<file path="src/design/panel_geometry_pkg.sv">
// ~~~~~~~~~~~~~~~~~~~~~~~~~~~~~~~~~~~~~~~~~~~~~~~~~~~~~~~~~~~~~~~~~~~
// Panel geometry package.
// Panel size, frame buffer address widths and the pixel format.
// ~~~~~~~~~~~~~~~~~~~~~~~~~~~~~~~~~~~~~~~~~~~~~~~~~~~~~~~~~~~~~~~~~~~
package panel_geometry_pkg;

    // Column and row address widths.
    localparam int COLUMN_BITS = 9;  // Needs two command bytes.
    localparam int ROW_BITS = 5;     // Fits in one command byte.

    // Visible area. NUM_COLUMNS must not exceed 2**COLUMN_BITS.
    localparam int NUM_COLUMNS = 320;
    localparam int NUM_ROWS = 32;

    // Bytes the host sends for one column value, most significant first.
    localparam int COLUMN_BYTES = 2;

    // Pixel format is 8-bit red, green, blue with red in the top byte.
    localparam int BYTES_PER_PIXEL = 3;
    localparam int PIXEL_BITS = 24;

    // A frame buffer address is the row concatenated with the column.
    localparam int FB_ADDR_BITS = ROW_BITS + COLUMN_BITS;

endpackage

</file>
<file path="src/design/fillarea_scanner.sv">
// ~~~~~~~~~~~~~~~~~~~~~~~~~~~~~~~~~~~~~~~~~~~~~~~~~~~~~~~~~~~~~~~~~~~
// Scanner that writes one pixel per clock over a clipped rectangle.
// ~~~~~~~~~~~~~~~~~~~~~~~~~~~~~~~~~~~~~~~~~~~~~~~~~~~~~~~~~~~~~~~~~~~
`timescale 1ns/10ps

module fillarea_scanner (
    input  logic       clk,
    input  logic       reset,
    input  logic       start,
    input  logic [panel_geometry_pkg::COLUMN_BITS-1:0] x1,
    input  logic [panel_geometry_pkg::ROW_BITS-1:0]    y1,
    input  logic [panel_geometry_pkg::COLUMN_BITS-1:0] width,
    input  logic [7:0]                                 height,
    input  logic [panel_geometry_pkg::PIXEL_BITS-1:0]  color,
    output logic       wr_en,
    output logic [panel_geometry_pkg::FB_ADDR_BITS-1:0] wr_addr,
    output logic [panel_geometry_pkg::PIXEL_BITS-1:0]   wr_data,
    output logic       finished
);

    localparam int CW = panel_geometry_pkg::COLUMN_BITS + 1;

    // One bit wider than the operands so the sums cannot wrap.
    logic [CW-1:0] col_sum;
    logic [CW-1:0] col_end;
    logic [8:0] row_sum;
    logic [8:0] row_end;
    logic empty;
    logic active;
    logic [panel_geometry_pkg::COLUMN_BITS-1:0] col;
    logic [panel_geometry_pkg::ROW_BITS-1:0] row;

    assign col_sum = {1'b0, x1} + {1'b0, width};
    assign row_sum = {4'h0, y1} + {1'b0, height};
    assign col_end = (col_sum > CW'(panel_geometry_pkg::NUM_COLUMNS)) ?
                     CW'(panel_geometry_pkg::NUM_COLUMNS) : col_sum;
    assign row_end = (row_sum > 9'(panel_geometry_pkg::NUM_ROWS)) ?
                     9'(panel_geometry_pkg::NUM_ROWS) : row_sum;
    assign empty = ({1'b0, x1} >= CW'(panel_geometry_pkg::NUM_COLUMNS)) ||
                   (width == '0) || (height == 8'h0);

    assign wr_en = active;
    assign wr_addr = {row, col};
    assign wr_data = color;

    always_ff @(posedge clk) begin
        if (reset) begin
            active <= 1'b0;
            finished <= 1'b0;
            col <= '0;
            row <= '0;
        end else begin
            finished <= 1'b0;
            if (start) begin
                col <= x1;
                row <= y1;
                active <= !empty;
                finished <= empty;  // Nothing to draw.
            end else if (active) begin
                if ({1'b0, col} + CW'(1) == col_end) begin
                    col <= x1;
                    if ({4'h0, row} + 9'd1 == row_end) begin
                        active <= 1'b0;
                        finished <= 1'b1;
                    end else begin
                        row <= row + 1'b1;
                    end
                end else begin
                    col <= col + 1'b1;
                end
            end
        end
    end

endmodule

</file>
<file path="config.mk">
export PLATFORM = sky130hd
export DESIGN_NAME = fillarea_scanner
export DESIGN_NICKNAME = d
export VERILOG_FILES = /design/src/design/panel_geometry_pkg.sv /design/src/design/fillarea_scanner.sv
export SDC_FILE = /design/constraint.sdc
export NUM_CORES = 1
export LEC_CHECK = 0
export BUFFER_PORTS_ARGS = -buffer_cell sky130_fd_sc_hd__buf_2
export CORE_UTILIZATION = 44
export DETAILED_ROUTE_END_ITERATION = 10
export GPL_TIMING_DRIVEN = 0
export PLACE_DENSITY = 0.85
export SLEW_MARGIN = 20
export SYNTH_ARGS = -nofsm -noshare
export SYNTH_HDL_FRONTEND = slang
export SYNTH_SLANG_ARGS = --single-unit
</file>
<file path="constraint.sdc">
create_clock -name clk -period 3.47 [get_ports clk]
set_clock_uncertainty 0.15 [all_clocks]
set_input_delay 0.1735 -clock clk [delete_from_list [all_inputs] [get_ports clk]]
set_output_delay 0.1735 -clock clk [all_outputs]
set_load 0.005 [all_outputs]
</file>
# ---- After elaboration in Yosys (flattened, before gate mapping)
# Index checks and enable logic that the tools add are counted.
dict set report totals {
  reg_bits 16
}
dict set report classes {
  n_addsub 6
  reduce_logical 8
  n_eq_ne 3
  order_cmp 3
  muxes 17
}
# op count
set ops {}
lappend ops {{$mux 9} 4}
lappend ops {{$mux 5} 4}
lappend ops {{$add 9x1->10 const B} 1}
lappend ops {{$add 9x9->10} 1}
lappend ops {{$eq 10x10->1} 1}
lappend ops {{$gt 10x9->1 const B} 1}
lappend ops {{$mux 10} 1}
lappend ops {{$add 5x8->9} 1}
lappend ops {{$add 9x1->9 const B} 1}
lappend ops {{$eq 6x9->1} 1}
lappend ops {{$ge 9x9->1 const B} 1}
lappend ops {{$gt 9x6->1 const B} 1}
lappend ops {{$logic_not 9->1} 1}
lappend ops {{$logic_not 8->1} 1}
lappend ops {{$mux 1} 8}
lappend ops {{$add 5x1->6 const B} 1}
lappend ops {{$add 5x1->5 const B} 1}
lappend ops {{$reduce_bool 2->1} 2}
lappend ops {{$reduce_and 3->1} 1}
lappend ops {{$logic_or 1x1->1} 2}
lappend ops {{$ne 2x2->1 const B} 1}
lappend ops {{$logic_not 1->1} 1}

# ---- Depth between registers and ports, before layout
dict set report depth {
  ltp_word 8
  depth_mapped 15
}

# ---- Worst setup path before layout
# No wires, ideal clock.
dict set report synth_timing {
  path_type {input to register}
  from {input width[0] (netlist name)}
  to {register col[1] (netlist name)}
  t_required_ns 3.201
  path_slack_ns -0.211
  stages 15
  setup_ns 0.119
  arrival_time_ns 3.412
  n_path_buf 2
  cell_sequence {ha_1 -> inv_1 -> fa_1 -> nand2b_1 -> a211oi_2 -> mux2i_1 -> or4_1 -> buf_2 -> or4b_1 -> a31o_1 -> a21oi_4 -> nand3_1 -> buf_4 -> mux2i_1 -> o221a_2}
}
dict set report synth_via {
  elab_chain_cells 7
}
# item line_no
set synth_lines {}
lappend synth_lines {{from (decl)} fillarea_scanner.sv:12} ;# input logic [panel_geometry_pkg::COLUMN_BITS-1:0] width,
lappend synth_lines {{$add 9x9->10 *} fillarea_scanner.sv:33} ;# assign col_sum = {1'b0, x1} + {1'b0, width};
lappend synth_lines {{$gt 10x9->1} fillarea_scanner.sv:35} ;# assign col_end = (col_sum > CW'(panel_geometry_pkg::NUM_COLUMNS)) ?
lappend synth_lines {{$mux 10 *} fillarea_scanner.sv:35}
lappend synth_lines {{$eq 10x10->1 *} fillarea_scanner.sv:60} ;# if ({1'b0, col} + CW'(1) == col_end) begin
lappend synth_lines {{$mux 9 *} fillarea_scanner.sv:60}
lappend synth_lines {{$mux 9 *} fillarea_scanner.sv:59} ;# end else if (active) begin
lappend synth_lines {{$mux 9 *} fillarea_scanner.sv:54} ;# if (start) begin
lappend synth_lines {{to (signal assigned)} fillarea_scanner.sv:69} ;# col <= col + 1'b1;
lappend synth_lines {{to (decl)} fillarea_scanner.sv:30} ;# logic [panel_geometry_pkg::COLUMN_BITS-1:0] col;
# Mark *: on every way between the ends. The rest lies on a longest branch, timed or not. The select of a mux whose other input is x is not followed.
# A chain may end at the register's enable or synchronous reset.

# ---- Worst setup path in the final report
dict set report layout_timing {
  from {input width[0] (netlist name)}
  to {register col[2] (netlist name)}
}
# Same word-level chain as after synthesis.

==> summary.txt <==
run status: complete, but fails checks
violated checks: setup timing
Fin Setup TNS: -0.0368 ns
CP Launch Type: input port
maximum operating frequency: 287 MHz
I/O pin total: 98
Die H: 74.4 um
Synth Flop Type: dfxtp_1
WHS Path Cells: 3
Layout Nets: 458
H-tree depth: 1
max-cap viol count: 0
register bit count reported by yosys: 16
crit end category: flip-flop
Post-DRT Antenna Nets: 0
first-pass GRT wire length: 10,600 um
FF-to-FF path depth: 12
Antenna Cells: 0
register area share after synthesis: 13.9%
largest net degree at the start of global routing: 11
Synthesized Nets: 374
die area: 5530 um2
most common cell after layout, fill and taps aside: buf_2
gr usage total: 24.5%
Syn. warnings: 0
Wirelength per Cell: 14.9 um
fin crit period: 3.49 ns
commonest non-fill, non-tap cells in the layout: buf_2, buf_4, nor2_1
Area contributors post-synth: dfxtp_1, ha_1, buf_4
post-synth top area cell: dfxtp_1
routability cong.: 0.929
Worst Path Arrival: 3.49 ns
Least-Margin Pin Slew: 0.576 ns
worst-skew pair later-pin latency: 0.25 ns
Vias: 2,596
filler cell count: 460
CP Data Required Time: 3.47 ns
die width: 74.4 um
Starting Density: 47.2%
port bufs: 72
logic gate share of total power: 53.5%
Max transition margin: 61.4%
# hold bufs at CTS: 0
clock buffer depth: 2
share of the synthesized area in the top cell type: 13.9%
Leakage: 0.00139 uW
vias in the first global route: 2,340
DP Wirelength: 5230 um
Post-synth EDFFs: 0
final setup margin: -0.0199 ns
Layout area overhead: 29.5%
NetSw: 306 uW
RR Endpoint: col[2]
sequential share of power: 28.6%
initial drt markers: 173
post-synthesis cell count: 298
total grt overflow: 0
Final Max Tran Viols: 0
Fin. Hold Viols: 0
cell area after synthesis: 2300 um2
Clock Power Share: 17.9%
Critical Path Sink: col[2]
CTS tree: done
layout cells sized above 1: 34.5%
reg2reg setup slack: 0.09 ns
hold crit path type: in -> reg
Syn Area/Cell: 7.73 um2
Critical R2R Launch: col[1]
clock buffer count from CTS: 3
clk sinks: 16
Power Dens Cells: 258 nW/um2
Worst-path clk slew: 0.06 ns
asr flop ratio synth: 0%
Final Cycle Share: 101%
DRC: 0
Sw Share: 39.8%
core area: 4880 um2
Tot Pwr: 769 uW
worst-path maximum fanout: 5
drt first pass iters: 4
vias per inst: 5.81
post-synthesis cell type count: 63
RSZ-0062 raised after global routing: yes
DRT Wirelength: 6650 um
initial antenna violation count: 0
CP Class: in -> reg
Root Buffer: clkbuf_8
Int Pwr: 463 uW
Max rail drop VDD: 0.108 mV
# rows: 25
crit path from: width[0]
# setup viols final: 2
cell type report:
type | count | area, um2 | area share [%]
Multi-Input combinational cell | 236 | 1800 | 60.5
Timing Repair Buffer | 80 | 460 | 15.4
Sequential cell | 16 | 322 | 10.8
Buffer | 31 | 219 | 7.34
Tap cell | 67 | 83.8 | 2.81
Inverter | 14 | 52.6 | 1.76
Clock buffer | 3 | 41.3 | 1.38
worst min-delay path by stage:
stage / startpoint / end / slack (ns)
floorplan: x1[6] / col[6] / 0.17
global placement: y1[3] / row[3] / 0.32
detailed placement: x1[6] / col[6] / 0.33
global route: x1[6] / col[6] / 0.07
CTS: x1[6] / col[6] / 0.07
finish: y1[3] / row[3] / 0.06
flip-flops by register name (all words and copies together), names as in the netlist:
register,count
wr_en,1
row,5
finished,1
col,9
what timing repair did:
item	in CTS	in global routing
endpoints found under the setup margin	13	16
gates cloned	1	0
gates resized for setup	17	7
buffers inserted	7	0
hold endpoints to repair	0	0
pin swaps	8	6
per-layer routing:
metal  GRT usage (%)  share of wire [%]  up-vias  wire, um
met5               0                  0        -         0
met4            6.29                1.6        0       107
met3            3.25                6.6        8       440
met2            42.0                 48      122      3220
met1            32.5                 43     1210      2880
li1                -                  -     1256         -
per-stage QoR:
stage	worst slack (ns)	hold WS, ns	instance area [um2]	util, %	std cells
after floorplan	-0.0329	0.166	2330	-	298
final	-0.0199	0.0645	2980	61.1	447
after CTS	-0.0926	0.0651	2970	60.8	448
after global placement	-0.385	0.319	2770	56.8	437
after detailed placement	-0.482	0.327	2770	56.8	437
after global routing	-0.115	0.0663	2980	61.1	447
cell usage after synthesis, types with 4 or more instances:
cell      instances
a21oi_1          13
xnor2_1          12
mux2i_1          11
nor2b_1           4
o211ai_1          4
clkbuf_1          5
nand2_1          22
or3_1             6
buf_4            25
nand3_1          11
dfxtp_1          16
xor2_1           13
o21a_1            5
a211oi_1          7
nor3_1            8
inv_1            13
ha_1             16
o21ai_0          14
nor4_1            6
nor2_1           23
critical path: stages:
cell      delay, ns
buf_8          0.08
ha_4           0.13
inv_2          0.04
fa_2           0.38
nand2b_4       0.16
a211oi_4       0.23
mux2i_1        0.12
or4_4          0.44
or4b_1         0.52
a31o_1         0.26
a21oi_4        0.21
nand3_4        0.15
buf_8          0.18
a41o_1         0.24
a221oi_2       0.19
power groups by stage:
stage / Sequential [uW] / Clock (uW) / Combinational (uW)
5_1_grt: 222 / 148 / 452
4_1_cts: 219 / 136 / 404
2_1_floorplan: 219 / 0 / 271
6_report: 220 / 138 / 411
3_3_place_gp: 222 / 0 / 368
3_5_place_dp: 223 / 0 / 380
logic make-up (layout without fill, tap and decap cells):
logic type                 after synthesis  count (layout)  synth area share, %
adders and majority gates               18              18                 10.4
xor gates and xnor gates                25              25                 9.51
buffers and inverters                   46             128                 11.7
and+or+nand+nor                        102             102                 23.5
AOI/OAI and AO/OA                       79              79                 25.7
muxes                                   12              12                 5.27
DFF                                     16              16                 13.9
No activity file was read; power rests on OpenSTA's default activity.
