`src/design/panel_geometry_pkg.sv`:
```
// ~~~~~~~~~~~~~~~~~~~~~~~~~~~~~~~~~~~~~~~~~~~~~~~~~~~~~~~~~~~~~~~~~~~
// Panel geometry package.
// Panel size, frame buffer address widths and the pixel format.
// ~~~~~~~~~~~~~~~~~~~~~~~~~~~~~~~~~~~~~~~~~~~~~~~~~~~~~~~~~~~~~~~~~~~
package panel_geometry_pkg;

    // Column and row address widths.
    localparam int COLUMN_BITS = 9;  // Needs two command bytes.
    localparam int ROW_BITS = 5;     // Fits in one command byte.

    // Visible area. NUM_COLUMNS must not exceed 2**COLUMN_BITS.
    localparam int NUM_COLUMNS = 320;
    localparam int NUM_ROWS = 32;

    // Bytes the host sends for one column value, most significant first.
    localparam int COLUMN_BYTES = 2;

    // Pixel format is 8-bit red, green, blue with red in the top byte.
    localparam int BYTES_PER_PIXEL = 3;
    localparam int PIXEL_BITS = 24;

    // A frame buffer address is the row concatenated with the column.
    localparam int FB_ADDR_BITS = ROW_BITS + COLUMN_BITS;

endpackage

```
`src/design/command_pkg.sv`:
```
// ~~~~~~~~~~~~~~~~~~~~~~~~~~~~~~~~~~~~~~~~~~~~~~~~~~~~~~~~~~~~~~~~~~~
// Command package.
// Opcodes, sequencer states, APB register map and status bits.
// ~~~~~~~~~~~~~~~~~~~~~~~~~~~~~~~~~~~~~~~~~~~~~~~~~~~~~~~~~~~~~~~~~~~
package command_pkg;

    typedef enum logic [7:0] {
        OP_FILLRECT = 8'h01,  // x1, y1, width, height, color.
        OP_CLEAR = 8'h02      // Color only.
    } opcode_t;

    typedef enum logic [3:0] {
        S_OPCODE,
        S_X1,
        S_Y1,
        S_WIDTH,
        S_HEIGHT,
        S_COLOR,
        S_START,
        S_RUNNING,
        S_DONE
    } seq_state_t;

    // APB register offsets.
    localparam logic [3:0] REG_CMD_DATA = 4'h0;
    localparam logic [3:0] REG_STATUS = 4'h4;
    localparam logic [3:0] REG_PIXEL_ADDR = 4'h8;
    localparam logic [3:0] REG_PIXEL_DATA = 4'hC;

    // Bit positions in the status register.
    localparam int STATUS_BUSY_BIT = 0;
    localparam int STATUS_DONE_BIT = 1;
    localparam int STATUS_BADOP_BIT = 2;

endpackage

```
`src/design/fillrect_sequencer.sv`:
```
// ~~~~~~~~~~~~~~~~~~~~~~~~~~~~~~~~~~~~~~~~~~~~~~~~~~~~~~~~~~~~~~~~~~~
// Command sequencer that collects fill-rectangle and clear operands.
// ~~~~~~~~~~~~~~~~~~~~~~~~~~~~~~~~~~~~~~~~~~~~~~~~~~~~~~~~~~~~~~~~~~~
`timescale 1ns/10ps

module fillrect_sequencer (
    input  logic       clk,
    input  logic       reset,
    input  logic [7:0] cmd_byte,
    input  logic       cmd_valid,
    output logic       ready_for_data,
    output logic       busy,
    output logic       done,
    output logic       bad_opcode,
    output logic       start,
    output logic [panel_geometry_pkg::COLUMN_BITS-1:0] x1,
    output logic [panel_geometry_pkg::ROW_BITS-1:0]    y1,
    output logic [panel_geometry_pkg::COLUMN_BITS-1:0] width,
    output logic [7:0]                                 height,
    output logic [panel_geometry_pkg::PIXEL_BITS-1:0]  color,
    input  logic       finished
);

    localparam int CB = panel_geometry_pkg::COLUMN_BITS;

    command_pkg::seq_state_t state;
    logic [1:0] byte_count;  // Bytes still to come for a multi-byte operand.

    assign busy = (state != command_pkg::S_OPCODE) && (state != command_pkg::S_DONE);

    always_ff @(posedge clk) begin
        if (reset) begin
            state <= command_pkg::S_OPCODE;
            byte_count <= '0;
            ready_for_data <= 1'b1;
            done <= 1'b0;
            bad_opcode <= 1'b0;
            start <= 1'b0;
            x1 <= '0;
            y1 <= '0;
            width <= '0;
            height <= '0;
            color <= '0;
        end else begin
            start <= 1'b0;
            done <= 1'b0;
            bad_opcode <= 1'b0;
            case (state)
                // S_DONE also decodes, so a byte stalled behind the run is not lost.
                command_pkg::S_OPCODE, command_pkg::S_DONE: begin
                    state <= command_pkg::S_OPCODE;
                    if (cmd_valid) begin
                        case (cmd_byte)
                            command_pkg::OP_FILLRECT: begin
                                state <= command_pkg::S_X1;
                                byte_count <= 2'(panel_geometry_pkg::COLUMN_BYTES - 1);
                            end
                            command_pkg::OP_CLEAR: begin
                                x1 <= '0;
                                y1 <= '0;
                                width <= CB'(panel_geometry_pkg::NUM_COLUMNS);
                                height <= 8'(panel_geometry_pkg::NUM_ROWS);
                                byte_count <= 2'(panel_geometry_pkg::BYTES_PER_PIXEL - 1);
                                state <= command_pkg::S_COLOR;
                            end
                            default: bad_opcode <= 1'b1;  // Byte is dropped.
                        endcase
                    end
                end
                command_pkg::S_X1: begin
                    if (cmd_valid) begin
                        x1 <= CB'({x1, cmd_byte});  // High byte first.
                        if (byte_count == 2'd0) state <= command_pkg::S_Y1;
                        else byte_count <= byte_count - 2'd1;
                    end
                end
                command_pkg::S_Y1: begin
                    if (cmd_valid) begin
                        y1 <= cmd_byte[panel_geometry_pkg::ROW_BITS-1:0];
                        byte_count <= 2'(panel_geometry_pkg::COLUMN_BYTES - 1);
                        state <= command_pkg::S_WIDTH;
                    end
                end
                command_pkg::S_WIDTH: begin
                    if (cmd_valid) begin
                        width <= CB'({width, cmd_byte});
                        if (byte_count == 2'd0) state <= command_pkg::S_HEIGHT;
                        else byte_count <= byte_count - 2'd1;
                    end
                end
                command_pkg::S_HEIGHT: begin
                    if (cmd_valid) begin
                        height <= cmd_byte;
                        byte_count <= 2'(panel_geometry_pkg::BYTES_PER_PIXEL - 1);
                        state <= command_pkg::S_COLOR;
                    end
                end
                command_pkg::S_COLOR: begin
                    if (cmd_valid) begin
                        color <= {color[15:0], cmd_byte};  // Red, green, then blue.
                        if (byte_count == 2'd0) begin
                            ready_for_data <= 1'b0;
                            state <= command_pkg::S_START;
                        end else begin
                            byte_count <= byte_count - 2'd1;
                        end
                    end
                end
                command_pkg::S_START: begin
                    start <= 1'b1;
                    state <= command_pkg::S_RUNNING;
                end
                command_pkg::S_RUNNING: begin
                    if (finished) begin
                        done <= 1'b1;
                        ready_for_data <= 1'b1;
                        x1 <= '0;
                        y1 <= '0;
                        width <= '0;
                        height <= '0;
                        color <= '0;
                        state <= command_pkg::S_DONE;
                    end
                end
                default: state <= command_pkg::S_OPCODE;
            endcase
        end
    end

endmodule

```
`config.mk`:
```
export PLATFORM = sky130hd
export DESIGN_NAME = fillrect_sequencer
export DESIGN_NICKNAME = d
export VERILOG_FILES = /design/src/design/panel_geometry_pkg.sv /design/src/design/command_pkg.sv /design/src/design/fillrect_sequencer.sv
export SDC_FILE = /design/constraint.sdc
export NUM_CORES = 1
export LEC_CHECK = 0
export BUFFER_PORTS_ARGS = -buffer_cell sky130_fd_sc_hd__buf_4
export CELL_PAD_IN_SITES_DETAIL_PLACEMENT = 1
export CELL_PAD_IN_SITES_GLOBAL_PLACEMENT = 1
export CORE_MARGIN = 2
export CORE_UTILIZATION = 35
export DETAILED_ROUTE_END_ITERATION = 7
export PLACE_DENSITY_LB_ADDON = 0.1
export SYNTH_ARGS = -nofsm -noshare
export SYNTH_HDL_FRONTEND = slang
export SYNTH_SLANG_ARGS = --single-unit
```
`constraint.sdc`:
```
create_clock -name clk -period 5.3 [get_ports clk]
set_clock_uncertainty 0.1 [all_clocks]
set_input_delay 1.325 -clock clk [delete_from_list [all_inputs] [get_ports clk]]
set_output_delay 1.325 -clock clk [all_outputs]
set_load 0.05 [all_outputs]
```
* Word level (Yosys, flattened, before mapping) *
Index checks and enable logic that the tools add are counted.

word-level totals
  flip-flop bits (word level) = 65
  output and inout port bits = 60
  word-level logic and storage cells = 111

operators by class
  $add $sub $neg = 1
  equality and inequality tests = 25
  mux-type cells = 48
  bitwise gates (word level) = 3
  reduce and logical (&&, ||, !) cells = 23

operators by type and width
  kind                  count
  $mux W9               7
  $pmux W9 S3           2
  $mux W24              2
  $pmux W24 S2          1
  $mux W4               9
  $mux W8               4
  $pmux W4 S8           1
  $pmux W8 S3           1
  $ne A2 B2 Y1 const B  11
  $mux W5               4
  $reduce_and A5 Y1     4
  $eq A4 B3 Y1 const B  4
  $pmux W5 S3           1
  $reduce_bool A3 Y1    4
  $mux W2               5
  $reduce_and A9 Y1     1
  $eq A4 B2 Y1 const B  2
  $eq A8 B1 Y1 const B  1
  $eq A8 B2 Y1 const B  1
  $pmux W2 S4           1
  $reduce_bool A4 Y1    2
  $reduce_and A7 Y1     1
  $mux W1               6
  $pmux W3 S2           1
  18 further kinds      24

* Longest topological paths before layout *
  word-level depth = 4
  gate-level depth with buffers = 7

* Worst setup path after synthesis *
OpenSTA, ideal clock, no wires.

  path type = input -> register
  from = input port cmd_byte[7]
  to = register height[0]
  arrival = 2.865 ns
  required time = 5.128 ns
  path slack = 2.263 ns
  cell stages on the path = 5
  path buffers = 1
  cell sequence = or4_1 -> buf_2 -> o21a_4 -> a211oi_4 -> mux2i_1

between the ends
  cells in the longest elaborated chain, start to end = 3

ends and longest elaborated chain
  what                                RTL line                  RTL
  start, declared                     fillrect_sequencer.sv:9   input logic [7:0] cmd_byte,
  $eq A8 B2 Y1                        fillrect_sequencer.sv:53  case (cmd_byte)
  $ne A2 B1 Y1 (no source line)       -
  $reduce_and A5 Y1 (no source line)  -
  end signal, assigned                fillrect_sequencer.sv:62  height <= 8'(panel_geometry_pkg::NUM_ROWS);
  end signal, assigned                fillrect_sequencer.sv:93  height <= cmd_byte;
  end, declared                       fillrect_sequencer.sv:19  output logic [7:0] height,

Every way passes these cells.
A chain may end at the register's enable or synchronous reset.

* Worst setup path after layout *
  from = register state[0]
  to = output port busy

between the ends
  cells in the longest elaborated chain, start to end = 2
  elaborated cells on any way between the ends = 3

ends and longest elaborated chain
  what                                                RTL line                  RTL
  start, declared                                     fillrect_sequencer.sv:26  command_pkg::seq_state_t state;
  start signal, assigned                              fillrect_sequencer.sv:33  state <= command_pkg::S_OPCODE;
  start signal, assigned                              fillrect_sequencer.sv:51  state <= command_pkg::S_OPCODE;
  start signal, assigned                              fillrect_sequencer.sv:55  state <= command_pkg::S_X1;
  $ne A4 B4 Y1 or $reduce_bool A4 Y1 (tied branches)  fillrect_sequencer.sv:29  assign busy = (state != command_pkg::S_OPCODE) && (state != command_pkg::S_DONE);
  $logic_and A1 B1 Y1 (*)                             fillrect_sequencer.sv:29
  end, declared                                       fillrect_sequencer.sv:12  output logic busy,

Mark *: on every way between the ends. The rest lies on a longest branch, timed or not.

==> metrics <==
fin crit share 0.6166; crit-path max FO 18; clock root cell clkbuf_8; slew margin rel. 0.1357; Final TNS setup 0 ns; core footprint 8258 µm²; FF+latch count, synth 65; CTS resizes 0; synthesis-to-layout area growth 26.96%; DRC 0; Worst Reg-to-Reg Cells 5; most frequent cell after synthesis dfxtp_1; WL/cell between 15 and 20 µm; Worst EP arrival 1.84 ns; Gate Count Post-Synth between 300 and 400; CP cell instances nor3_2 -> clkinv_1 -> buf_4; CP Capture Type output port; register area share after synthesis 0.4341; later-pin clock latency in the skew report approximately 0.35 ns; Fmax achieved 306.0 MHz; post-route insts no fill between 500 and 600; number of flops mapped to enable cells by yosys 0; layout cells sized above 1 0.2388; vias per cell roughly 5.2; global-route wire length before repair 13470 µm; Worst Tran Pin Value ~1.3 ns; DR iter-0 viols 65; DP HPWL roughly 5800 µm; DIE AREA slightly above 9000 µm²; CTS Hold Bufs 0; remaining antenna violation count 0; vias in the first global route between 2000 and 3000; Synth Cell Area 2998 µm²; Routed WL 8547 µm; Layout Nets between 400 and 500; static leakage 1.477 nW; clock sinks 65; Die Ht roughly 97 µm; Hold WC Path Type flip-flop to flip-flop; largest net degree at the start of global routing 43; Main synth FF type dfxtp_1; CTS Buf Count 9; Tot Pwr 1.678 mW; CP startpoint kind flip-flop; hold path cells 2; final setup violation count 0; power density cells roughly 440 nW/µm²; final hold vios 0; Min Clock Period, post-route between 3 and 4 ns; Total GRT Usage 0.1897; syn_area_per_cell 8.896 µm²; clock buffer depth 2; cell family with most CP delay buffers and inverters; Placed Instances between 400 and 500; RSZ-0062 raised after global routing false; slowest CP cell dfxtp_1; Cell variety after synth 50; TritonCTS clock tree yes; Commonest cells post-synth dfxtp_1, nand2_1, mux2i_1, nor2b_1, nor2_1; Rows 33; total number of vias between 2000 and 3000; Synth area leaders dfxtp_1, mux2i_1, nand2_1, nor2b_1, nor2_1; WHS between 0.3 and 0.4 ns; Crit Path Class flip-flop to output port; Reg clk slew, reported paths 0.07 ns; H-tree levels 3; Port Buffer Count approximately 70; initial antenna violation count 0; GP Congestion roughly 0.77; post-synth top area cell dfxtp_1; I/O pin count 72; buffers plus inverters on the worst setup path 2; worst ir drop on vdd roughly 0.16 mV; status completed; Ant. Diodes 0; post-synth top area share 0.4341; syn nets 350; Post-CTS Repair Setup Buffers 0; Post-synth ARST share 0; Die X 96.55 µm; critical path depth 3; Max-cap violations 0; GR Overflow Total 0; required time of the critical path ~3.9 ns; CP peak stage delay roughly 0.52 ns; drt pass-1 iters 4; synth warn 0; Max Slew Vio Count 0; Starting Density 0.3630
worst paths after layout:
kind                  from       endpoint  slack [ns]
min          byte_count[1]  byte_count[1]        0.36
max               state[0]           busy        2.03
max reg2reg       state[1]  byte_count[1]        2.70
min reg2reg  byte_count[1]  byte_count[1]        0.36
state kept, by name, summed over array words and instances, names as in the netlist, 2 cells and up:
name	count
color	24
width	9
x1	9
height	8
y1	5
state	4
byte_count	2
layout by cell type, fill, tap and decap left out, types with 5 or more instances in the layout:
cell,Yosys,routed
a21oi_1,11,11
nor2b_1,25,25
nand2_1,48,48
nor3_1,7,7
a32o_1,6,6
o21ai_0,5,5
nor2_1,21,21
inv_1,7,7
nand3_1,14,14
buf_4,1,75
and3_1,5,5
clkbuf_8,0,10
mux2i_1,41,41
nand2b_1,11,11
dfxtp_1,65,65
final cells by class:
type / count / area [µm²]
Clock inverter: 5 / 78.83
Sequential cell: 65 / 1301
Fill cell: 986 / 4452
Inverter: 8 / 30.03
Timing Repair Buffer: 75 / 563.0
Multi-Input combinational cell: 238 / 1560
Clock buffer: 11 / 141.4
Tap cell: 105 / 131.4
stage by stage:
step,worst slack [ns],utilization,instance area [µm²]
floorplan,2.263,-,2998
global placement,1.983,0.4342,3586
detailed placement,1.928,0.4342,3586
CTS,2.027,0.4609,3806
global route,1.915,0.4609,3806
finish,2.032,0.4609,3806
worst min-delay path, cell delays in order (launching register included):
cell	delay, ns
dfxtp_1	0.31
nand2_1	0.05
mux2i_1	0.05
layer usage:
layer / track usage / vias up / share of wire
li1: - / 1282 / -
met1: 0.2567 / 1280 / 0.48
met2: 0.2928 / 52 / 0.46
met3: 0.05198 / 12 / 0.043
met4: 0.06221 / 0 / 0.013
met5: 0 / - / 0
cell families after synthesis:
group	count (synthesis)	synth area share
simple gates	149	0.2563
mux	42	0.1406
xor+xnor	1	0.002922
buf+inv	34	0.04549
compound gates	45	0.1164
flops	65	0.4341
fa+ha+maj	1	0.004173
where the power goes:
part / internal (mW) / total, mW / switching, mW
combinational: 0.226 / 0.629 / 0.403
sequential: 0.522 / 0.572 / 0.0500
clock: 0.277 / 0.477 / 0.200
No activity file was read; power rests on OpenSTA's default activity.
