`src/design/panel_geometry_pkg.sv`:
```
// ~~~~~~~~~~~~~~~~~~~~~~~~~~~~~~~~~~~~~~~~~~~~~~~~~~~~~~~~~~~~~~~~~~~
// Panel geometry package.
// Panel size, frame buffer address widths and the pixel format.
// ~~~~~~~~~~~~~~~~~~~~~~~~~~~~~~~~~~~~~~~~~~~~~~~~~~~~~~~~~~~~~~~~~~~
package panel_geometry_pkg;

    // Column and row address widths.
    localparam int COLUMN_BITS = 9;  // Needs two command bytes.
    localparam int ROW_BITS = 5;     // Fits in one command byte.

    // Visible area. NUM_COLUMNS must not exceed 2**COLUMN_BITS.
    localparam int NUM_COLUMNS = 320;
    localparam int NUM_ROWS = 32;

    // Bytes the host sends for one column value, most significant first.
    localparam int COLUMN_BYTES = 2;

    // Pixel format is 8-bit red, green, blue with red in the top byte.
    localparam int BYTES_PER_PIXEL = 3;
    localparam int PIXEL_BITS = 24;

    // A frame buffer address is the row concatenated with the column.
    localparam int FB_ADDR_BITS = ROW_BITS + COLUMN_BITS;

endpackage

```
`src/design/command_pkg.sv`:
```
// ~~~~~~~~~~~~~~~~~~~~~~~~~~~~~~~~~~~~~~~~~~~~~~~~~~~~~~~~~~~~~~~~~~~
// Command package.
// Opcodes, sequencer states, APB register map and status bits.
// ~~~~~~~~~~~~~~~~~~~~~~~~~~~~~~~~~~~~~~~~~~~~~~~~~~~~~~~~~~~~~~~~~~~
package command_pkg;

    typedef enum logic [7:0] {
        OP_FILLRECT = 8'h01,  // x1, y1, width, height, color.
        OP_CLEAR = 8'h02      // Color only.
    } opcode_t;

    typedef enum logic [3:0] {
        S_OPCODE,
        S_X1,
        S_Y1,
        S_WIDTH,
        S_HEIGHT,
        S_COLOR,
        S_START,
        S_RUNNING,
        S_DONE
    } seq_state_t;

    // APB register offsets.
    localparam logic [3:0] REG_CMD_DATA = 4'h0;
    localparam logic [3:0] REG_STATUS = 4'h4;
    localparam logic [3:0] REG_PIXEL_ADDR = 4'h8;
    localparam logic [3:0] REG_PIXEL_DATA = 4'hC;

    // Bit positions in the status register.
    localparam int STATUS_BUSY_BIT = 0;
    localparam int STATUS_DONE_BIT = 1;
    localparam int STATUS_BADOP_BIT = 2;

endpackage

```
`src/design/apb_command_port.sv`:
```
// ~~~~~~~~~~~~~~~~~~~~~~~~~~~~~~~~~~~~~~~~~~~~~~~~~~~~~~~~~~~~~~~~~~~
// APB slave for the panel command processor.
// ~~~~~~~~~~~~~~~~~~~~~~~~~~~~~~~~~~~~~~~~~~~~~~~~~~~~~~~~~~~~~~~~~~~
`timescale 1ns/10ps

module apb_command_port (
    input  logic        clk,
    input  logic        reset,
    input  logic        psel,
    input  logic        penable,
    input  logic        pwrite,
    input  logic [3:0]  paddr,
    input  logic [31:0] pwdata,
    output logic [31:0] prdata,
    output logic        pready,
    output logic        pslverr,
    output logic [7:0]  cmd_byte,
    output logic        cmd_valid,
    input  logic        ready_for_data,
    input  logic        busy,
    input  logic        done,
    input  logic        bad_opcode,
    output logic [panel_geometry_pkg::FB_ADDR_BITS-1:0] rd_addr,
    input  logic [panel_geometry_pkg::PIXEL_BITS-1:0]   rd_data
);

    logic access;
    logic cmd_write;
    logic addr_write;
    logic status_read;
    logic pixel_read;
    logic rd_wait;  // High in the second access cycle of a pixel read.
    logic done_flag;
    logic badop_flag;
    logic [panel_geometry_pkg::COLUMN_BITS-1:0] pixel_col;
    logic [panel_geometry_pkg::ROW_BITS-1:0] pixel_row;

    assign access = psel && penable;
    assign cmd_write = access && pwrite && (paddr == command_pkg::REG_CMD_DATA);
    assign addr_write = access && pwrite && (paddr == command_pkg::REG_PIXEL_ADDR);
    assign status_read = access && !pwrite && (paddr == command_pkg::REG_STATUS);
    assign pixel_read = access && !pwrite && (paddr == command_pkg::REG_PIXEL_DATA);

    // The command byte goes out on the first access cycle the sequencer can take it.
    assign cmd_byte = pwdata[7:0];
    assign cmd_valid = cmd_write && ready_for_data;
    assign pslverr = 1'b0;
    assign rd_addr = {pixel_row, pixel_col};

    always_comb begin
        pready = 1'b1;
        if (cmd_write) pready = ready_for_data;
        else if (pixel_read) pready = rd_wait;  // RAM read takes one cycle.
    end

    always_comb begin
        prdata = 32'h0;
        case (paddr)
            command_pkg::REG_STATUS: begin
                prdata[command_pkg::STATUS_BUSY_BIT] = busy;
                prdata[command_pkg::STATUS_DONE_BIT] = done_flag;
                prdata[command_pkg::STATUS_BADOP_BIT] = badop_flag;
            end
            command_pkg::REG_PIXEL_ADDR: prdata = {11'h0, pixel_row, 7'h0, pixel_col};
            command_pkg::REG_PIXEL_DATA: prdata = {8'h0, rd_data};
            default: prdata = 32'h0;
        endcase
    end

    always_ff @(posedge clk) begin
        if (reset) begin
            rd_wait <= 1'b0;
            done_flag <= 1'b0;
            badop_flag <= 1'b0;
            pixel_col <= '0;
            pixel_row <= '0;
        end else begin
            rd_wait <= pixel_read && !rd_wait;
            // A new event wins over a clearing status read in the same cycle.
            done_flag <= (done_flag && !status_read) || done;
            badop_flag <= (badop_flag && !status_read) || bad_opcode;
            if (addr_write) begin
                pixel_col <= pwdata[8:0];
                pixel_row <= pwdata[20:16];
            end
        end
    end

endmodule

```
`config.mk`:
```
export PLATFORM = sky130hd
export DESIGN_NAME = apb_command_port
export DESIGN_NICKNAME = d
export VERILOG_FILES = /design/src/design/panel_geometry_pkg.sv /design/src/design/command_pkg.sv /design/src/design/apb_command_port.sv
export SDC_FILE = /design/constraint.sdc
export NUM_CORES = 1
export LEC_CHECK = 0
export BUFFER_PORTS_ARGS = -buffer_cell sky130_fd_sc_hd__buf_2
export CORE_MARGIN = 2
export CORE_UTILIZATION = 37
export CTS_BUF_LIST = sky130_fd_sc_hd__clkbuf_16
export CTS_CLUSTER_SIZE = 24
export DETAILED_ROUTE_END_ITERATION = 10
export PLACE_DENSITY = 0.82
export SLEW_MARGIN = 20
export SYNTH_ARGS = -nofsm -noshare
export SYNTH_HDL_FRONTEND = slang
export SYNTH_SLANG_ARGS = --single-unit
```
`constraint.sdc`:
```
create_clock -name clk -period 3.85 [get_ports clk]
set_clock_uncertainty 0.2 [all_clocks]
set_input_delay 0.77 -clock clk [delete_from_list [all_inputs] [get_ports clk]]
set_output_delay 0.77 -clock clk [all_outputs]
set_load 0.005 [all_outputs]
```
=== Yosys cells after proc, flatten, opt, wreduce, memory -nomap -nowiden ===
Index checks and enable logic that the tools add are counted.

* Register bits: 17
* Output and inout bits: 57
* Word-level logic and storage cells: 29

* Equality and inequality tests: 3
* Mux-type cells: 4
* Reductions and logical operators: 17

{| class="wikitable"
|+ Operator list
! cell !! count
|-
| 21-bit one-hot mux with 2 select lines || 1
|-
| 1-bit logical AND || 11
|-
| 3-bit one-hot mux with 3 select lines || 1
|-
| 4-bit equality test (second input constant) || 2
|-
| 4-bit by 3-bit equality test with 1-bit output (second input constant) || 1
|-
| 4-bit zero test || 1
|-
| 1-bit zero test || 3
|-
| 1-bit logical OR || 2
|-
| 1-bit 2-to-1 mux || 2
|}

=== Depth between registers and ports, before layout ===
Gate-level depths: netlist (run 1).

* Depth after elaboration: 6
* Gate-level depth with buffers: 5

=== Worst setup path before layout (run 1) ===
No wires, ideal clock.

* Path kind: input-to-output
* Start point: in paddr[0]
* End point: out prdata[10]
* Data arrival time: 1.616 ns
* Slack: 1.264 ns
* Stages on the path: 4
* Path buffers: 2
* Cells stage by stage: and4bb_2 > clkbuf_1 > clkbuf_1 > and2_1

* Word-level cells in the longest chain between the ends: 2

{| class="wikitable"
|+ Ends and longest elaborated chain
! item !! line !! RTL
|-
| start: declaration || apb_command_port.sv:12 || <nowiki>input logic [3:0] paddr,</nowiki>
|-
| 4-bit equality test || apb_command_port.sv:58 || <nowiki>case (paddr)</nowiki>
|-
| 21-bit one-hot mux with 2 select lines (*) || apb_command_port.sv:58 ||
|-
| end: declaration || apb_command_port.sv:14 || <nowiki>output logic [31:0] prdata,</nowiki>
|}

Every way passes the cells marked *; elsewhere a longest branch is shown, timed or not.

=== Worst setup path after layout (run 1) ===
* Start point: in paddr[1]
* End point: out prdata[2]

* Word-level cells in the longest chain between the ends: 2

{| class="wikitable"
|+ Ends and longest elaborated chain
! item !! line
|-
| 4-bit equality test or 4-bit by 3-bit equality test with 1-bit output (tied branches) || apb_command_port.sv:58
|-
| 3-bit one-hot mux with 3 select lines (*) || apb_command_port.sv:58
|}

Marks and branches as above.

==> metrics, run 1 <==
die area 3671 µm²; Avg Cell Area, Syn 8.777 µm²; num rows 20; synth unique cells 25; initial antenna violation count 0; Horiz. Die Dim 60.59 µm; Final Worst Setup Slack 0.9406 ns; Setup TNS Final 0 ns; Mapped Cells 135; starting density of the core 38.81%; Post-Synth Simple-Gate Area 31.36%; vias per inst 4.521; top cells by area, synth dfxtp_1, nand2b_1, mux2i_1; Clock Latency Late Sink 0.24 ns; DRC viols 0; mux cell area share after synthesis 11.83%; Post-CTS Setup Inserts 0; clk sinks 17; RSZ-0062 raised after global routing false; Hold Vio Cnt, Final 0; outcome finished, final reports clean; kind of critical path input pin to primary output; TritonCTS clock tree yes; I/O pin total 126; First-pass DRT Iterations 4; compound-cell area share of the yosys netlist 11.72%; Leakage 0.8838 nW; Crit. Startpoint paddr[1]; pin count of the biggest net entering global routing 32; worst hold-check path type register to register; vias after detailed routing 1198; GRT overflow 0; Ant. Diodes 0; Hold WS 0.2815 ns; Adder-Cell Fraction of Synth Area 0%; CP max FO 4; Hold Buf Count CTS 0; fillers 315; register area share after synthesis 28.72%; slew margin rel. 44.62%; mapped cell area 1185 µm²; minimum clock period after layout 2.909 ns; Crit path required time 2.88 ns; final wirelength 2.881 mm; Met1 Routed Length 1.234 mm; I/O Buffers 98; fmax 343.7 MHz; metal2 WL 1.470 mm; drt wl/cell 10.87 µm; root buf cell clkbuf_16; met3 wire len 137 µm; Synth Area in XOR/XNOR 0%; Layout area overhead 41.08%; layout cell share with drive strength beyond 1 47.51%; final worst path period share 75.57%; largest family of logic cells by synthesized area simple AND/OR/NAND/NOR gates; final-report setup violation count 0; final slew viol count 0; origin of the critical flop-to-flop path rd_wait$_SDFF_PP0_; Synth area leader dfxtp_1; first-pass GRT wire length 4.119 mm; YS warnings 0; Place WS 0.9536 ns; Die Height 60.59 µm; clock slew seen by the registers of the worst setup and hold paths 0.05 ns; RePlAce Congestion 0.6480; most common cell after layout, fill and taps aside buf_2; post-synth top area share 28.72%; clock buffer depth 2; hold_sp pixel_row[0]$_SDFFE_PP0P_; DRT antenna net count 0; PostCTS Resize Cnt 0; Pwr per Cell Area 267.9 nW/µm²; worst slew pin tran 0.8307 ns; startpoint type of the worst setup path input pin; GRT Util Overall 15.01%; post-synthesis register bit count 17; CTS H-tree lvls 1; max-cap viol count 0; max layer used met4; number of global-route vias before repair 951; drt initial violations 48; peak supply drop 145.1 µV; Worst Path Arrival 1.94 ns; most frequent cells in the layout buf_2, nand2b_1, dfxtp_1; Num CTS Buffers 3; core box area 3053 µm²; Final #Nets 291; crit end category primary output
-- cells by family (layout without fill, tap and decap cells) --
family	after synthesis	in the layout
buffers and inverters	28	106
AO/OA/AOI/OAI	17	17
flip-flops	17	17
multiplexers	14	14
AND/OR/NAND/NOR	58	58
other	1	9
-- worst max-delay path: stages --
cell and delay [ns]:
buf_2 0.13, nor4b_1 0.67, a22oi_1 0.15, nand2_1 0.11, buf_2 0.11
-- where the power goes --
group / internal, mW / switching [mW]
combinational: 0.0373 / 0.0291
sequential: 0.178 / 0.00112
clock: 0.138 / 0.0641
-- final timing paths --
| check | cells after the start | to | slack (ns) |
|---|---|---|---|
| max | 5 | prdata[2] | 0.94 |
| min | 2 | pixel_row[0]$_SDFFE_PP0P_ | 0.28 |
| max reg2reg | 2 | rd_wait$_SDFF_PP0_ | 2.80 |
| min reg2reg | 2 | pixel_row[0]$_SDFFE_PP0P_ | 0.28 |
-- layout make-up --
class                      instances  area (µm²)  area share (%)
multi-input combinational         98       684.4           40.94
inverter                           2       7.507          0.4491
timing repair buffer             100       505.5           30.24
clock inverter                     1       3.754          0.2246
clock buffer                       3       75.07           4.491
tap                               44       55.05           3.293
sequential                        17       340.3           20.36
-- cells in the mapped netlist --
cell type and instances:
nor4b_4 1, a21oi_1 1, and4bb_2 1, nor4b_1 2
nand2b_1 28, inv_1 2, a22oi_1 3, buf_4 18
and2_1 10, mux2i_1 14, nor4_1 1, and4_1 1
buf_2 1, conb_1 1, nor2_1 3, and3b_1 1
nor3b_1 1, a22o_1 11, nand3_1 1, nor2b_1 1
dfxtp_1 17, a211oi_1 2, nand2_1 7, buf_12 1
clkbuf_1 6
-- metrics by stage --
step / cell area (µm²) / power, mW / std cells / utilization, %
2_1_floorplan: 1215 / 0.2221 / 143 / -
3_3_place_gp: 1593 / 0.2484 / 261 / 52.17
3_5_place_dp: 1593 / 0.2499 / 261 / 52.17
4_1_cts: 1672 / 0.4557 / 265 / 54.75
5_1_grt: 1672 / 0.4720 / 265 / 54.75
6_report: 1672 / 0.4478 / 265 / 54.75
-- flip-flops by register name (all words and copies together), names as in the netlist --
signal      count
pixel_row       5
done_flag       1
badop_flag      1
pixel_col       9
rd_wait         1
-- layer usage --
layer,track usage [%],up-vias
met5,0,-
met4,6.522,0
met3,1.919,4
met2,26.42,45
met1,18.24,545
li1,-,604
Note: power is estimated with default switching activity, not from simulation.
==> run 2: changes to the inputs <==
--- a/config.mk
+++ b/config.mk
@@ -5,13 +5,14 @@
 export SDC_FILE = /design/constraint.sdc
 export NUM_CORES = 1
 export LEC_CHECK = 0
+export ABC_AREA = 1
 export BUFFER_PORTS_ARGS = -buffer_cell sky130_fd_sc_hd__buf_2
 export CORE_MARGIN = 2
-export CORE_UTILIZATION = 37
+export CORE_UTILIZATION = 35
 export CTS_BUF_LIST = sky130_fd_sc_hd__clkbuf_16
 export CTS_CLUSTER_SIZE = 24
 export DETAILED_ROUTE_END_ITERATION = 10
-export PLACE_DENSITY = 0.82
+export PLACE_DENSITY = 0.77
 export SLEW_MARGIN = 20
 export SYNTH_ARGS = -nofsm -noshare
 export SYNTH_HDL_FRONTEND = slang
==> constraint.sdc (replaced) <==
create_clock -name clk -period 2.76 [get_ports clk]
set_clock_uncertainty 0.2 [all_clocks]
set_input_delay 0.552 -clock clk [delete_from_list [all_inputs] [get_ports clk]]
set_output_delay 0.552 -clock clk [all_outputs]
set_load 0.005 [all_outputs]
==> metrics, run 2 <==
crit path max-delay cell type inv_2; outcome finished, final reports clean; cell with the most instances after synthesis nand2_1; RePlAce Congestion 0.7966 (+23%); clock slew seen by the registers of the worst setup and hold paths 0.05 ns (about the same); clock power share 44.6% (-0.5 points); initial antenna violation count 0 (unchanged); clock buffer depth 2 (unchanged); Layout area overhead 41.59%; number of global-route vias before repair 1219 (+28%); starting density of the core 36.17% (-2.6 points); CP delay by family, top simple AND/OR/NAND/NOR gates; Mapped Cells 208 (+54%); Synth async-reset ratio 0% (unchanged); Placed Area 1615 µm² (+1.4%); final-report setup violation count 0 (unchanged); vias after detailed routing 1355 (+13%); PostCTS Resize Cnt 0 (unchanged); pin count of the biggest net entering global routing 29 (-9.4%); switch share 21.84% (+0.77 points); I/O Buffers 98 (unchanged); Avg Cell Area, Syn 5.757 µm² (-34%); startpoint type of the worst setup path input pin; first-pass GRT wire length 5.002 mm (+21%); post-layout util 51.21% (-3.5 points); fillers 369 (+17%); Final Worst Setup Slack 0.5306 ns (-0.4100 ns); most common cell after layout, fill and taps aside buf_2; Final #Nets 366 (+26%); Hold WS 0.2639 ns (-0.01761 ns); Post-synth EDFFs 0 (unchanged); Die Height 62.49 µm (+3.1%); Synth area leader dfxtp_1; register area share after synthesis 28.42% (-0.30 points); Cells after DPL 338 (+30%); mapped cell area 1197 µm² (+1.1%); final slew viol count 0 (unchanged); layout cell share with drive strength beyond 1 37.84% (-9.7 points); drt wl/cell 8.292 µm (-24%); num rows 21 (+5.0%); synth unique cells 20 (-20%); CTS H-tree lvls 1 (unchanged); fin cells 342 (+29%); core box area 3311 µm² (+8.4%); Clock Latency Late Sink 0.24 ns (about the same); fmax 448.5 MHz; Final Instance Area 1695 µm² (+1.4%); Setup TNS Final 0 ns (unchanged); net switching power 0.1369 mW (+45%); CP peak stage delay 0.24 ns (-0.43 ns); Int Pwr 0.4900 mW (+39%); DRT antenna net count 0 (unchanged); RSZ-0062 raised after global routing false; final worst path period share 80.78%; Pwr per Cell Area 369.8 nW/µm² (+38%); post-synth top area share 28.42% (-0.30 points); Crit path required time 2.01 ns (-0.87 ns); max FFs per register 9 (unchanged); Horiz. Die Dim 62.49 µm (+3.1%); Ant. Diodes 0 (unchanged); final wirelength 2.836 mm (-1.6%); DRC viols 0 (unchanged); Hold Buf Count CTS 0 (unchanged); minimum clock period after layout 2.229 ns; Num CTS Buffers 3 (unchanged); GRT Util Overall 15.35% (+0.34 points); root buf cell clkbuf_16; top cells by area, synth dfxtp_1, nand2_1, nor2_1; kind of critical path input pin to primary output; Post-CTS Setup Inserts 0 (unchanged); Leakage 1.142 nW (+29%); CP Cell Sequence buf_2, nor2_4, nand3_1, inv_2, nand2_1, nand3_1, buf_2; crit end category primary output; worst hold-check path type register to register; clk sinks 17 (unchanged); hpwl dp 2.330 mm; Largest regs pixel_col: 9 flops, pixel_row: 5 flops; First-pass DRT Iterations 4 (unchanged); total power 0.6269 mW (+40%); Reg with most FFs pixel_col; most frequent cells after synthesis nand2_1, nor2_1, inv_1; YS warnings 0 (unchanged); GRT overflow 0 (unchanged); I/O pin total 126 (unchanged); Top FF cell, synth dfxtp_1; max-cap viol count 0 (unchanged); die area 3905 µm² (+6.4%); peak supply drop 230.7 µV (+59%); vias per inst 3.962 (-12%); TritonCTS clock tree yes; Hold Vio Cnt, Final 0 (unchanged); drt initial violations 29 (-40%); Comb pwr share 15.3% (+0.5 points); post-synthesis register bit count 17 (unchanged); CP max FO 14 (+10); most frequent cells in the layout buf_2, nand2_1, nor2_1; Place WS 0.5027 ns (-0.4509 ns); Buf+Inv Stages, Crit Path 3 (+1); Worst Path Arrival 1.48 ns (-0.46 ns); sequential power share 40.1% (about the same)
## run 2: cell types whose count changed in the layout (fill, tap and decap cells not counted), sizes merged, moves of 3 or more
cell    before  now
a22o        11    0
a22oi        3    0
and2        10    0
inv          3   33
mux2i       14    0
nand2        7   77
nand2b      28    0
nand3        1    7
nor2         3   46
nor4b        3    0
## run 2: logic make-up after synthesis
family / Yosys count / share of synthesized area (%)
AO/OA/AOI/OAI: 2 / 0.8360
buffers and inverters: 56 / 24.35
flip-flops: 17 / 28.42
other: 1 / 0.3132
AND/OR/NAND/NOR: 132 / 46.08
## run 2: layout make-up
cell class	count	area (µm²)	area share, %
clock inverter	1	5.005	0.2952
clock buffer	3	75.07	4.428
timing repair buffer	99	498.0	29.37
tap	46	57.56	3.395
sequential	17	340.3	20.07
multi-input combinational	143	595.6	35.13
inverter	33	123.9	7.306
## run 2: worst reg2reg max path: stages, from the launching register on
cell     delay, ns
dfxtp_1       0.29
nor2_1        0.09
nand2_1       0.07
nor2_1        0.08
## run 2: final timing paths
check | end | from | slack [ns] | cells after the start
worst max-delay path | prdata[2] | paddr[1] | 0.53 | 7
worst min-delay path | done_flag$_SDFF_PP0_ | done_flag$_SDFF_PP0_ | 0.26 | 2
worst max register to register | rd_wait$_SDFF_PP0_ | rd_wait$_SDFF_PP0_ | 1.97 | 3
worst min register to register | done_flag$_SDFF_PP0_ | done_flag$_SDFF_PP0_ | 0.26 | 2
## run 2: metal layers
metal,global-route usage (%),part of all wire (%)
met1,16.54,42
met2,28.90,50
met3,4.865,8.0
met4,3.611,0.28
met5,0,0
## run 2: power groups by stage
| stage | clock network, mW | registers, mW | logic (mW) |
|---|---|---|---|
| global route | 0.307 | 0.252 | 0.111 |
| floorplan | 0 | 0.256 | 0.0574 |
| global placement | 0 | 0.257 | 0.0952 |
| CTS | 0.289 | 0.251 | 0.0970 |
| detailed placement | 0 | 0.257 | 0.0968 |
| finish | 0.280 | 0.252 | 0.0958 |
==> run 3: changes to the inputs <==
--- a/config.mk
+++ b/config.mk
@@ -8,11 +8,11 @@
 export ABC_AREA = 1
 export BUFFER_PORTS_ARGS = -buffer_cell sky130_fd_sc_hd__buf_2
 export CORE_MARGIN = 2
-export CORE_UTILIZATION = 35
+export CORE_UTILIZATION = 32
 export CTS_BUF_LIST = sky130_fd_sc_hd__clkbuf_16
 export CTS_CLUSTER_SIZE = 24
 export DETAILED_ROUTE_END_ITERATION = 10
-export PLACE_DENSITY = 0.77
+export PLACE_DENSITY = 0.75
 export SLEW_MARGIN = 20
 export SYNTH_ARGS = -nofsm -noshare
 export SYNTH_HDL_FRONTEND = slang
==> constraint.sdc (replaced) <==
create_clock -name clk -period 2 [get_ports clk]
set_clock_uncertainty 0.2 [all_clocks]
set_input_delay 0.4 -clock clk [delete_from_list [all_inputs] [get_ports clk]]
set_output_delay 0.4 -clock clk [all_outputs]
set_load 0.005 [all_outputs]
==> metrics, run 3 (same netlist as run 2, synthesis figures left out) <==
drt initial violations 23 (-21%); max FFs per register 9 (unchanged); drt wl/cell 8.609 µm (+3.8%); Layout area overhead 43.26%; crit end category primary output; initial antenna violation count 0 (unchanged); max-cap viol count 0 (unchanged); Place WS 0.04151 ns (-0.4612 ns); Final Worst Setup Slack 0.1764 ns (-0.3542 ns); Horiz. Die Dim 65.17 µm (+4.3%); CP max FO 14 (unchanged); Num CTS Buffers 3 (unchanged); Largest regs pixel_col: 9 flops, pixel_row: 5 flops; clock buffer depth 2 (unchanged); Setup TNS Final 0 ns (unchanged); num rows 22 (+4.8%); fmax 548.4 MHz; core box area 3633 µm² (+9.8%); worst hold-check path type input pin to register; final slew viol count 0 (unchanged); root buf cell clkbuf_16; Crit path required time 1.40 ns (-0.61 ns); GRT overflow 0 (unchanged); Leakage 1.146 nW (+0.36%); Worst Path Arrival 1.22 ns (-0.26 ns); final-report setup violation count 0 (unchanged); Final #Nets 367 (+0.27%); vias after detailed routing 1370 (+1.1%); Clock Latency Late Sink 0.24 ns (about the same); First-pass DRT Iterations 4 (unchanged); final worst path period share 91.18%; I/O Buffers 98 (unchanged); die area 4247 µm² (+8.8%); CTS H-tree lvls 1 (unchanged); RePlAce Congestion 0.7816 (-1.9%); starting density of the core 32.95% (-3.2 points); Post-CTS Setup Inserts 0 (unchanged); most frequent cells in the layout buf_2, nand2_1, nor2_1; DRC viols 0 (unchanged); startpoint type of the worst setup path input pin; most common cell after layout, fill and taps aside buf_2; Die Height 65.17 µm (+4.3%); TritonCTS clock tree yes; Ant. Diodes 0 (unchanged); outcome finished, final reports clean; kind of critical path input pin to primary output; number of global-route vias before repair 1216 (-0.25%); peak supply drop 320.4 µV (+39%); Reg with most FFs pixel_col; RSZ-0062 raised after global routing false; first-pass GRT wire length 4.947 mm (-1.1%); layout cell share with drive strength beyond 1 38.05% (+0.21 points); I/O pin total 126 (unchanged); Pwr per Cell Area 502.4 nW/µm² (+36%); pin count of the biggest net entering global routing 29 (unchanged); GRT Util Overall 14.41% (-0.94 points); vias per inst 3.971 (+0.23%); Hold Vio Cnt, Final 0 (unchanged); hpwl dp 2.418 mm (+3.8%); DRT antenna net count 0 (unchanged); minimum clock period after layout 1.824 ns; clk sinks 17 (unchanged); final wirelength 2.970 mm (+4.7%); clock slew seen by the registers of the worst setup and hold paths 0.05 ns (about the same)
-- run 3: worst paths after layout --
path / from / endpoint / slack [ns] / cells after the start
hold reg to reg: badop_flag$_SDFF_PP0_ / badop_flag$_SDFF_PP0_ / 0.27 / 2
setup / recovery: paddr[1] / prdata[2] / 0.18 / 7
setup reg to reg: rd_wait$_SDFF_PP0_ / rd_wait$_SDFF_PP0_ / 1.20 / 3
hold / removal: reset / badop_flag$_SDFF_PP0_ / 0.16 / 2
-- run 3: critical path: stages --
cell and delay, ns:
buf_2 0.11, nor2_4 0.16, nand2_2 0.09, clkinv_2 0.17, nand2_1 0.09, nand3_1 0.08, buf_2 0.11
-- run 3: power by group --
part           switching, mW  internal, mW
Combinational         0.0681        0.0660
Clock                  0.116         0.264
Sequential           0.00314         0.345
-- run 3: metrics by stage --
step / hold slack [ns] / power (mW) / utilization (%) / std cells / area (µm²)
floorplan: 0.2342 / 0.4330 / - / 216 / 1227
global placement: 0.2566 / 0.4869 / 44.73 / 341 / 1625
detailed placement: 0.2650 / 0.4890 / 44.73 / 341 / 1625
CTS: 0.1571 / 0.8739 / 46.90 / 345 / 1704
global route: 0.1639 / 0.9135 / 47.21 / 345 / 1715
finish: 0.1621 / 0.8619 / 47.21 / 345 / 1715
-- run 3: cell type report --
class | instances | area [µm²]
well taps | 48 | 60.06
multi-input cells | 143 | 600.6
clock buffers | 3 | 75.07
clock inverters | 1 | 3.754
repair buffers | 100 | 505.5
flip-flops and latches | 17 | 340.3
inverters | 33 | 130.1
fillers | 419 | 1918
-- run 3: metal layers --
metal	routed length (µm)	vias up	global-route usage [%]
met4	8	0	3.125
met1	1240	564	16.51
met3	226	2	2.568
met5	0	-	0
li1	-	752	-
met2	1494	52	27.55
-- run 3: what timing repair did --
action	4_1_cts	5_1_grt
endpoints found under the hold margin	0	0
hold buffers	0	0
resized for setup	0	4
endpoints found under the setup margin	0	14
